`src/hw/core_pkg.sv`:
```
// Core data width and memory operation codes
package core_pkg;

    // Width of data and addresses
    localparam int XLEN = 32;

    // Loads keep their funct3 codes
    // Stores take the three codes that loads leave free
    typedef enum logic [2:0] {
        LB  = 3'b000,
        LH  = 3'b001,
        LW  = 3'b010,
        SB  = 3'b011,   // Store byte
        LBU = 3'b100,
        LHU = 3'b101,
        SH  = 3'b110,   // Store halfword
        SW  = 3'b111    // Store word
    } mem_op_e;

endpackage

```
`src/hw/mem_pkg.sv`:
```
// Data memory geometry and the byte/halfword view of a memory word
package mem_pkg;

    localparam int BYTE_W = 8;
    localparam int HALF_W = 2 * BYTE_W;

    // Byte offset bits inside a word
    localparam int ADDR_LSB = 2;

    localparam int BYTES_PER_WORD  = 1 << ADDR_LSB;
    localparam int HALVES_PER_WORD = BYTES_PER_WORD / 2;

    // One memory word, decoded as byte lanes or as halfword lanes
    // Lane 0 sits at the least significant end, as in a little endian core
    typedef union packed {
        logic [BYTES_PER_WORD-1:0][BYTE_W-1:0]  bytes;
        logic [HALVES_PER_WORD-1:0][HALF_W-1:0] halves;
    } mem_word_u;

endpackage

```
`src/hw/dmem_if.sv`:
```
// Request and response signals between the load/store unit and the data memory
interface dmem_if;

    logic                                sel;    // Request active, fields held while high
    logic [core_pkg::XLEN-1:0]           addr;   // Word aligned
    logic [core_pkg::XLEN-1:0]           wdata;  // Already shifted into its lanes
    logic [mem_pkg::BYTES_PER_WORD-1:0]  mask;
    logic                                wen;
    logic [core_pkg::XLEN-1:0]           rdata;  // Registered read, one cycle behind addr
    logic                                stall;

    // Requester side
    modport lsu (
        output sel,
        output addr,
        output wdata,
        output mask,
        output wen,
        input  rdata,
        input  stall
    );

    // Memory side
    modport mem (
        input  sel,
        input  addr,
        input  wdata,
        input  mask,
        input  wen,
        output rdata,
        output stall
    );

endinterface

```
`src/hw/load_store_unit.sv`:
```
// Load/store unit with store lane placement and load extraction with extension
module load_store_unit (
    input  logic                      clk_i,
    input  logic                      rst_i,
    input  logic                      start_i,
    input  core_pkg::mem_op_e         op_i,
    input  logic [core_pkg::XLEN-1:0] addr_i,
    input  logic [core_pkg::XLEN-1:0] store_data_i,
    output logic [core_pkg::XLEN-1:0] result_o,
    output logic                      done_o,
    dmem_if.lsu                       mem
);
    logic [mem_pkg::ADDR_LSB-1:0]       offset;
    logic                               is_store;
    mem_pkg::mem_word_u                 st_word;
    logic [mem_pkg::BYTES_PER_WORD-1:0] st_mask;

    // Operation and offset of the previous cycle, in step with the registered read
    core_pkg::mem_op_e                  op_q;
    logic [mem_pkg::ADDR_LSB-1:0]       offset_q;

    mem_pkg::mem_word_u                 ld_word;
    logic [mem_pkg::BYTE_W-1:0]         ld_byte;
    logic [mem_pkg::HALF_W-1:0]         ld_half;

    assign offset   = addr_i[mem_pkg::ADDR_LSB-1:0];
    assign is_store = (op_i == core_pkg::SB) || (op_i == core_pkg::SH) ||
                      (op_i == core_pkg::SW);

    assign mem.sel   = start_i;
    assign mem.wen   = start_i && is_store;
    assign mem.addr  = {addr_i[core_pkg::XLEN-1:mem_pkg::ADDR_LSB], {mem_pkg::ADDR_LSB{1'b0}}};
    assign mem.wdata = st_word;
    assign mem.mask  = st_mask;

    assign done_o = start_i && !mem.stall;

    always_comb begin
        st_word = '0;
        st_mask = '1; // Loads and word stores cover the whole word
        case (op_i)
            core_pkg::SB: begin
                st_word.bytes[offset] = store_data_i[mem_pkg::BYTE_W-1:0];
                st_mask               = '0;
                st_mask[offset]       = 1'b1;
            end
            core_pkg::SH: begin
                // Halfword addresses are even, so the top offset bit picks the half
                st_word.halves[offset[mem_pkg::ADDR_LSB-1]] = store_data_i[mem_pkg::HALF_W-1:0];
                st_mask                                     = '0;
                st_mask[{offset[mem_pkg::ADDR_LSB-1], 1'b0} +: 2] = 2'b11;
            end
            core_pkg::SW: begin
                st_word = store_data_i;
            end
            default: begin
            end
        endcase
    end

    always_ff @(posedge clk_i) begin
        if (rst_i) begin
            op_q     <= core_pkg::LW;
            offset_q <= '0;
        end else begin
            op_q     <= op_i;
            offset_q <= offset;
        end
    end

    always_comb begin
        ld_word = mem.rdata;
        ld_byte = ld_word.bytes[offset_q];
        ld_half = ld_word.halves[offset_q[mem_pkg::ADDR_LSB-1]];
        case (op_q)
            core_pkg::LB:  result_o = {{(core_pkg::XLEN-mem_pkg::BYTE_W){ld_byte[7]}}, ld_byte};
            core_pkg::LBU: result_o = {{(core_pkg::XLEN-mem_pkg::BYTE_W){1'b0}}, ld_byte};
            core_pkg::LH:  result_o = {{(core_pkg::XLEN-mem_pkg::HALF_W){ld_half[15]}}, ld_half};
            core_pkg::LHU: result_o = {{(core_pkg::XLEN-mem_pkg::HALF_W){1'b0}}, ld_half};
            default:       result_o = ld_word; // LW, and stores where the result is ignored
        endcase
    end

endmodule

```
`src/flat_wrapper.sv`:
```
// flat-port wrapper written by rule: the top's interface ports become plain ports
module load_store_unit_flat 
  (clk_i, rst_i, start_i, op_i, addr_i, store_data_i, result_o, done_o, mem_sel, mem_addr, mem_wdata, mem_mask, mem_wen, mem_rdata, mem_stall);
  dmem_if mem_i ();
  input  logic clk_i;
  input  logic rst_i;
  input  logic start_i;
  input  core_pkg::mem_op_e op_i;
  input  logic [core_pkg::XLEN-1:0] addr_i;
  input  logic [core_pkg::XLEN-1:0] store_data_i;
  output logic [core_pkg::XLEN-1:0] result_o;
  output logic done_o;
  output wire logic [$bits(mem_i.sel)-1:0] mem_sel;
  output wire logic [$bits(mem_i.addr)-1:0] mem_addr;
  output wire logic [$bits(mem_i.wdata)-1:0] mem_wdata;
  output wire logic [$bits(mem_i.mask)-1:0] mem_mask;
  output wire logic [$bits(mem_i.wen)-1:0] mem_wen;
  input wire logic [$bits(mem_i.rdata)-1:0] mem_rdata;
  input wire logic [$bits(mem_i.stall)-1:0] mem_stall;
  assign mem_sel = mem_i.sel;
  assign mem_addr = mem_i.addr;
  assign mem_wdata = mem_i.wdata;
  assign mem_mask = mem_i.mask;
  assign mem_wen = mem_i.wen;
  assign mem_i.rdata = mem_rdata;
  assign mem_i.stall = mem_stall;
  load_store_unit u_core (.clk_i(clk_i), .rst_i(rst_i), .start_i(start_i), .op_i(op_i), .addr_i(addr_i), .store_data_i(store_data_i), .result_o(result_o), .done_o(done_o), .mem(mem_i));
endmodule
```
`config.mk`:
```
export PLATFORM = sky130hd
export DESIGN_NAME = load_store_unit_flat
export DESIGN_NICKNAME = d
export VERILOG_FILES = /design/src/hw/core_pkg.sv /design/src/hw/mem_pkg.sv /design/src/hw/dmem_if.sv /design/src/hw/load_store_unit.sv /design/src/flat_wrapper.sv
export SDC_FILE = /design/constraint.sdc
export NUM_CORES = 1
export LEC_CHECK = 0
export BUFFER_PORTS_ARGS = -buffer_cell sky130_fd_sc_hd__buf_2
export CAP_MARGIN = 20
export CORE_AREA = 2 2 80 82
export DETAILED_ROUTE_END_ITERATION = 10
export DIE_AREA = 0 0 82 84
export PLACE_DENSITY = 0.82
export SLEW_MARGIN = 20
export SYNTH_ARGS = -nofsm -noshare
export SYNTH_HDL_FRONTEND = slang
export SYNTH_SLANG_ARGS = --single-unit
```
`constraint.sdc`:
```
create_clock -name clk_i -period 2 [get_ports clk_i]
set_clock_uncertainty 0.2 [all_clocks]
set_input_delay 0.3 -clock clk_i [delete_from_list [all_inputs] [get_ports clk_i]]
set_output_delay 0.3 -clock clk_i [all_outputs]
set_load 0.01 [all_outputs]
```
==> results of run 1 <==
-- area by class of cell --
type	instances	area share
clock buffer	4	0.01633
inverter	15	0.02177
multi-input combinational	189	0.4989
sequential	5	0.03810
tap	77	0.03492
timing repair buffer	176	0.3900
-- per-layer routing --
| layer | GRT usage | part of all wire | vias to the layer above |
|---|---|---|---|
| met3 | 0.04654 | 0.10 | 13 |
| li1 | - | - | 1165 |
| met2 | 0.3171 | 0.50 | 190 |
| met5 | 0 | 0 | - |
| met1 | 0.2214 | 0.38 | 1141 |
| met4 | 0.07424 | 0.019 | 0 |
-- cells in the mapped netlist (all sizes together), types with 2 or more instances --
cell type / n
mux2i: 8
a221o: 8
inv: 15
nand3b: 7
o21ai: 10
dfxtp: 5
and2: 9
and3b: 7
nand4: 2
o21a: 2
a21o: 5
a211oi: 13
nand2: 36
clkbuf: 17
a22o: 23
o22a: 2
o21bai: 2
nor2b: 14
nor2: 2
buf: 40
nor3b: 3
a221oi: 5
nand3: 10
mux2: 2
a21oi: 8
-- worst max-delay path by stage --
stage                                              from       endpoint  slack [ns]  cells after the start
after floorplan           u_core.offset_q[1]$_SDFF_PP0_   result_o[10]       0.002                      5
after global placement                          op_i[2]  mem_wdata[15]       -0.04                      5
after detailed placement                        op_i[0]  mem_wdata[15]       -0.08                      6
after CTS                 u_core.offset_q[1]$_SDFF_PP0_   result_o[19]       -0.23                      5
after global routing      u_core.offset_q[1]$_SDFF_PP0_   result_o[23]       -0.34                      6
final                     u_core.offset_q[1]$_SDFF_PP0_   result_o[23]       -0.28                      6
-- power by group through the flow --
| stage | combinational (mW) | clock (mW) | sequential [mW] |
|---|---|---|---|
| 2_1_floorplan | 0.344 | 0 | 0.109 |
| 3_3_place_gp | 0.511 | 0 | 0.116 |
| 3_5_place_dp | 0.519 | 0 | 0.116 |
| 4_1_cts | 0.541 | 0.189 | 0.115 |
| 5_1_grt | 0.636 | 0.201 | 0.116 |
| 6_report | 0.587 | 0.184 | 0.114 |
-- through the flow --
step                std cells    util  setup TNS (ns)  cell area (sq um)
global route              466  0.4526          -8.494               2759
CTS                       460  0.4232          -5.701               2580
global placement          452  0.4029         -0.2139               2456
finish                    466  0.4526          -6.584               2759
detailed placement        452  0.4029         -0.9064               2456
floorplan                 266       -               0               1809
-- flip-flops by register name (all words and copies together), names as in the netlist --
| register | cells |
|---|---|
| u_core.op_q | 3 |
| u_core.offset_q | 2 |
-- kinds of logic (layout without fill, tap and decap cells) --
family / after synthesis / in the layout / synth area share
flops: 5 / 5 / 0.05544
other cells: 1 / 2 / 0.002077
xor+xnor: 1 / 1 / 0.004852
buf+inv: 72 / 195 / 0.2322
compound gates: 81 / 81 / 0.3486
simple gates: 94 / 94 / 0.2876
mux: 11 / 11 / 0.06930
-- worst max-delay path: cells and delay by family (launching register included) --
kind            cells  cell delay, ns
compound gates      1            0.19
buf+inv             3            0.42
flops               1            0.34
mux                 1            0.55
simple gates        1            0.05
-- timing repair --
item                       in CTS  in global routing
setup endpoints to repair      40                 45
gates resized for setup        12                 27
pin swaps                       2                  6
setup buffers                   4                  5
cloned                          0                  1
hold buffers                    0                  0
==> flow_summary.json, run 1 <==
{
  "max_stage_delay_ns": 0.55,
  "overflow": 0,
  "p_comb_frac": 0.663,
  "postSynthCellCount": 265,
  "antenna_found_initial": 0,
  "netSwitchingPower_uw": 353.4,
  "fin_ws_ns": -0.2799,
  "grt_usage": 0.1874,
  "via_per_inst": 5.384,
  "switching_share": 0.3992,
  "power_uw": 885.4,
  "multiInputGateArea_sq_um": 1376,
  "hold_slack_ns": 0.07932,
  "clockPowerShare": 0.208,
  "yosys_register_bits": 5,
  "synth.distinct_cells": 42,
  "numCtsBuffers": 3,
  "hold_class": "in2reg",
  "crit_required_ns": 1.50,
  "port_buffers": 143,
  "coreArea_sq_um": 6096,
  "finalCritPeriodShare": 1.140,
  "clkTransAtPathRegs_ns": 0.03,
  "wirelength_mm": 7.101,
  "violations": "negative setup slack",
  "ctsHtreeMaxLevel": 1,
  "crit_path_cell_trace": "mux4_2, a22oi_2, buf_6, clkbuf_16, nand2_1, buf_2",
  "post_drt_wl_per_cell_um": 15.24,
  "critical_path.max_fanout": 7,
  "ir_worst_vdd_v": 0.0001650,
  "drt_pass1_iterations": 4,
  "status": "finished with violations",
  "antenna_cells": 0,
  "min_to": "u_core.offset_q[1]$_SDFF_PP0_",
  "yosys-top-cells-area": "buf_4 (14%), a22o_1 (11%), nand2_1 (7.3%)",
  "nets": 493,
  "cts_max_path_buffers": 2,
  "synth_top_area_frac": 0.1372,
  "cellInternalPower_uw": 532.0,
  "die_h_um": 84,
  "grt_max_degree": 18,
  "place.gp.congestion": 0.7720,
  "ff_latch_area_sq_um": 105.1,
  "p_seq_frac": 0.129,
  "synthFlopType": "dfxtp_1",
  "antenna_left": 0,
  "setup_viol": 32,
  "p_per_area_nw_per_um2": 320.9,
  "syn_area_sq_um": 1805,
  "die-area_sq_um": 6888,
  "io_pins": 206,
  "layout_commonest_cell": "buf_2",
  "grt_pass1_vias": 2277,
  "start_util": 0.2962,
  "synth-async-reset-ratio": 0,
  "ys_seq_area_frac": 0.05544,
  "slew_violations": 0,
  "dpl_worst_slack_ns": -0.07514,
  "drcViolationCount": 0,
  "leakage_nw": 1.474,
  "vias": 2509,
  "crit_type": "reg2out",
  "drive_above_1_share": 0.5347,
  "finalHoldViolCount": 0,
  "synth_edf_count": 0,
  "arrival_ns": 1.78,
  "root_buffer": "clkbuf_8",
  "clock-sinks": 5,
  "hpwlAfterDp_mm": 5.338,
  "syn2layout_area_growth_pct": 52.81,
  "startpoint_type": "flop",
  "die_w_um": 82,
  "drt-initial-drc-count": 68,
  "grt_first_pass_wirelength_mm": 10.47,
  "rsz0062_at_grt": "yes",
  "nFillCells": 603,
  "cts_tree": "done",
  "whs_path_depth": 2,
  "endpoint_kind": "output pin",
  "syn_area_per_cell_sq_um": 6.813,
  "fp-row-count": 29,
  "cap_violations": 0,
  "worstHoldStart": "rst_i",
  "layout_common_cells": "buf_2 (138), nand2_1 (32), a22o_1 (23), buf_4 (23), inv_1 (14)",
  "yosysWarnings": 0,
  "synth_top_area_cell": "buf_4",
  "fmaxAchievable_mhz": 438.6,
  "fin_crit_ns": 2.280,
  "crit_path_top_delay_cell": "mux4_2"
}
No activity file was read; power rests on OpenSTA's default activity.
==> run 2, diff against run 1 <==
--- a/config.mk
+++ b/config.mk
@@ -11,6 +11,7 @@
 export DETAILED_ROUTE_END_ITERATION = 10
 export DIE_AREA = 0 0 82 84
 export PLACE_DENSITY = 0.82
+export SETUP_SLACK_MARGIN = 0.4
 export SLEW_MARGIN = 20
 export SYNTH_ARGS = -nofsm -noshare
 export SYNTH_HDL_FRONTEND = slang
==> flow_summary.json, run 2 (same netlist as run 1, synthesis figures left out) <==
{
  "vias": 2566,
  "clkTransAtPathRegs_ns": 0.04,
  "hold_slack_ns": 0.08876,
  "grt_pass1_vias": 2458,
  "grt_max_degree": 20,
  "grt_first_pass_wirelength_mm": 11.35,
  "antenna_found_initial": 0,
  "ctsHtreeMaxLevel": 1,
  "numCtsBuffers": 3,
  "arrival_ns": 1.73,
  "fp-row-count": 29,
  "fmaxAchievable_mhz": 447.8,
  "setup_viol": 32,
  "hold_buffers": 0,
  "wirelength_mm": 7.966,
  "layout_common_cells": "buf_2 (130), nand2_1 (32), buf_4 (25)",
  "min_to": "u_core.op_q[0]$_SDFF_PP0_",
  "die-area_sq_um": 6888,
  "root_buffer": "clkbuf_8",
  "p_per_area_nw_per_um2": 308.9,
  "largest_reg_flops": 3,
  "post_drt_wl_per_cell_um": 16.70,
  "port_buffers": 143,
  "syn2layout_area_growth_pct": 76.30,
  "via_per_inst": 5.379,
  "antenna_cells": 0,
  "antenna_left": 0,
  "status": "finished with violations",
  "coreArea_sq_um": 6096,
  "post-place-cells": 451,
  "worstHoldStart": "rst_i",
  "dpl_worst_slack_ns": -0.05036,
  "fin_crit_ns": 2.233,
  "drt_pass1_iterations": 4,
  "finalCritPeriodShare": 1.116,
  "place.gp.congestion": 0.8035,
  "ir_worst_vdd_v": 0.0001724,
  "whs_path_depth": 2,
  "start_util": 0.2962,
  "regMostFlops": "u_core.op_q",
  "slew_violations": 0,
  "grt_usage": 0.2037,
  "drive_above_1_share": 0.6475,
  "tns_ns": -5.603,
  "nets": 504,
  "final_core_util": 0.5222,
  "startpoint_type": "flop",
  "cap_violations": 0,
  "leakage_nw": 1.622,
  "endpoint_kind": "output pin",
  "cts_max_path_buffers": 2,
  "crit_required_ns": 1.50,
  "violations": "negative setup slack",
  "finalHoldViolCount": 0,
  "drt-initial-drc-count": 106,
  "hold_class": "in2reg",
  "die_h_um": 84,
  "top_regs": "u_core.op_q (3), u_core.offset_q (2)",
  "drcViolationCount": 0,
  "hpwlAfterDp_mm": 5.738,
  "die_w_um": 82,
  "critical_path.max_fanout": 15,
  "overflow": 0,
  "rsz0062_at_grt": "yes",
  "fin_ws_ns": -0.2330,
  "cts_tree": "done",
  "io_pins": 206,
  "layout_commonest_cell": "buf_2",
  "fin_cells": 477,
  "clock-sinks": 5,
  "crit_type": "reg2out"
}
[run 2: worst max-delay path: stages (launching register included)]
cell and delay (ns):
dfxtp_2 0.34, mux4_2 0.54, a22oi_2 0.26, buf_12 0.18, nand2_1 0.06, buf_2 0.13
[run 2: where the power goes]
group	internal, mW	switching (mW)
Combinational	0.342	0.343
Clock	0.137	0.0477
Sequential	0.106	0.00786
[run 2: final cells by class]
cell class / count / area (sq um)
Clock buffer: 4 / 45.04
Multi-Input combinational cell: 189 / 1623
Timing Repair inverter: 1 / 7.507
Tap cell: 77 / 96.34
Inverter: 15 / 60.06
Fill cell: 576 / 2913
Sequential cell: 5 / 102.6
Timing Repair Buffer: 186 / 1249
[run 2: metrics by stage]
step,power [mW],cell area [sq um]
after floorplan,0.4888,1983
after global placement,0.6525,2557
after detailed placement,0.6638,2557
after CTS,0.9372,2980
after global routing,1.049,3183
final,0.9832,3183
[run 2: metal layers]
metal  GRT usage  share of wire  vias up
li1            -              -     1191
met1      0.2193           0.38     1163
met2      0.3718           0.51      179
met3     0.03896          0.085       33
met4     0.09091          0.029        0
met5           0              0        -
[run 2: worst max-delay path by stage]
stage / start / end / slack, ns / cells past startpoint
3_3_place_gp: mem_rdata[31] / result_o[11] / 0.002 / 5
3_5_place_dp: mem_rdata[31] / result_o[27] / -0.05 / 6
4_1_cts: u_core.offset_q[1]$_SDFF_PP0_ / result_o[27] / -0.23 / 5
2_1_floorplan: u_core.offset_q[1]$_SDFF_PP0_ / result_o[10] / 0.01 / 5
5_1_grt: u_core.offset_q[1]$_SDFF_PP0_ / result_o[21] / -0.31 / 5
6_report: u_core.offset_q[1]$_SDFF_PP0_ / result_o[16] / -0.23 / 5
[run 2: repair_timing]
action                                  in CTS  in global routing
pin swaps                                   25                 18
hold endpoints to repair                     0                  0
gates cloned                                 3                  0
endpoints found under the setup margin      68                 68
setup buffers                               10                  9
resized for setup                           74                 32
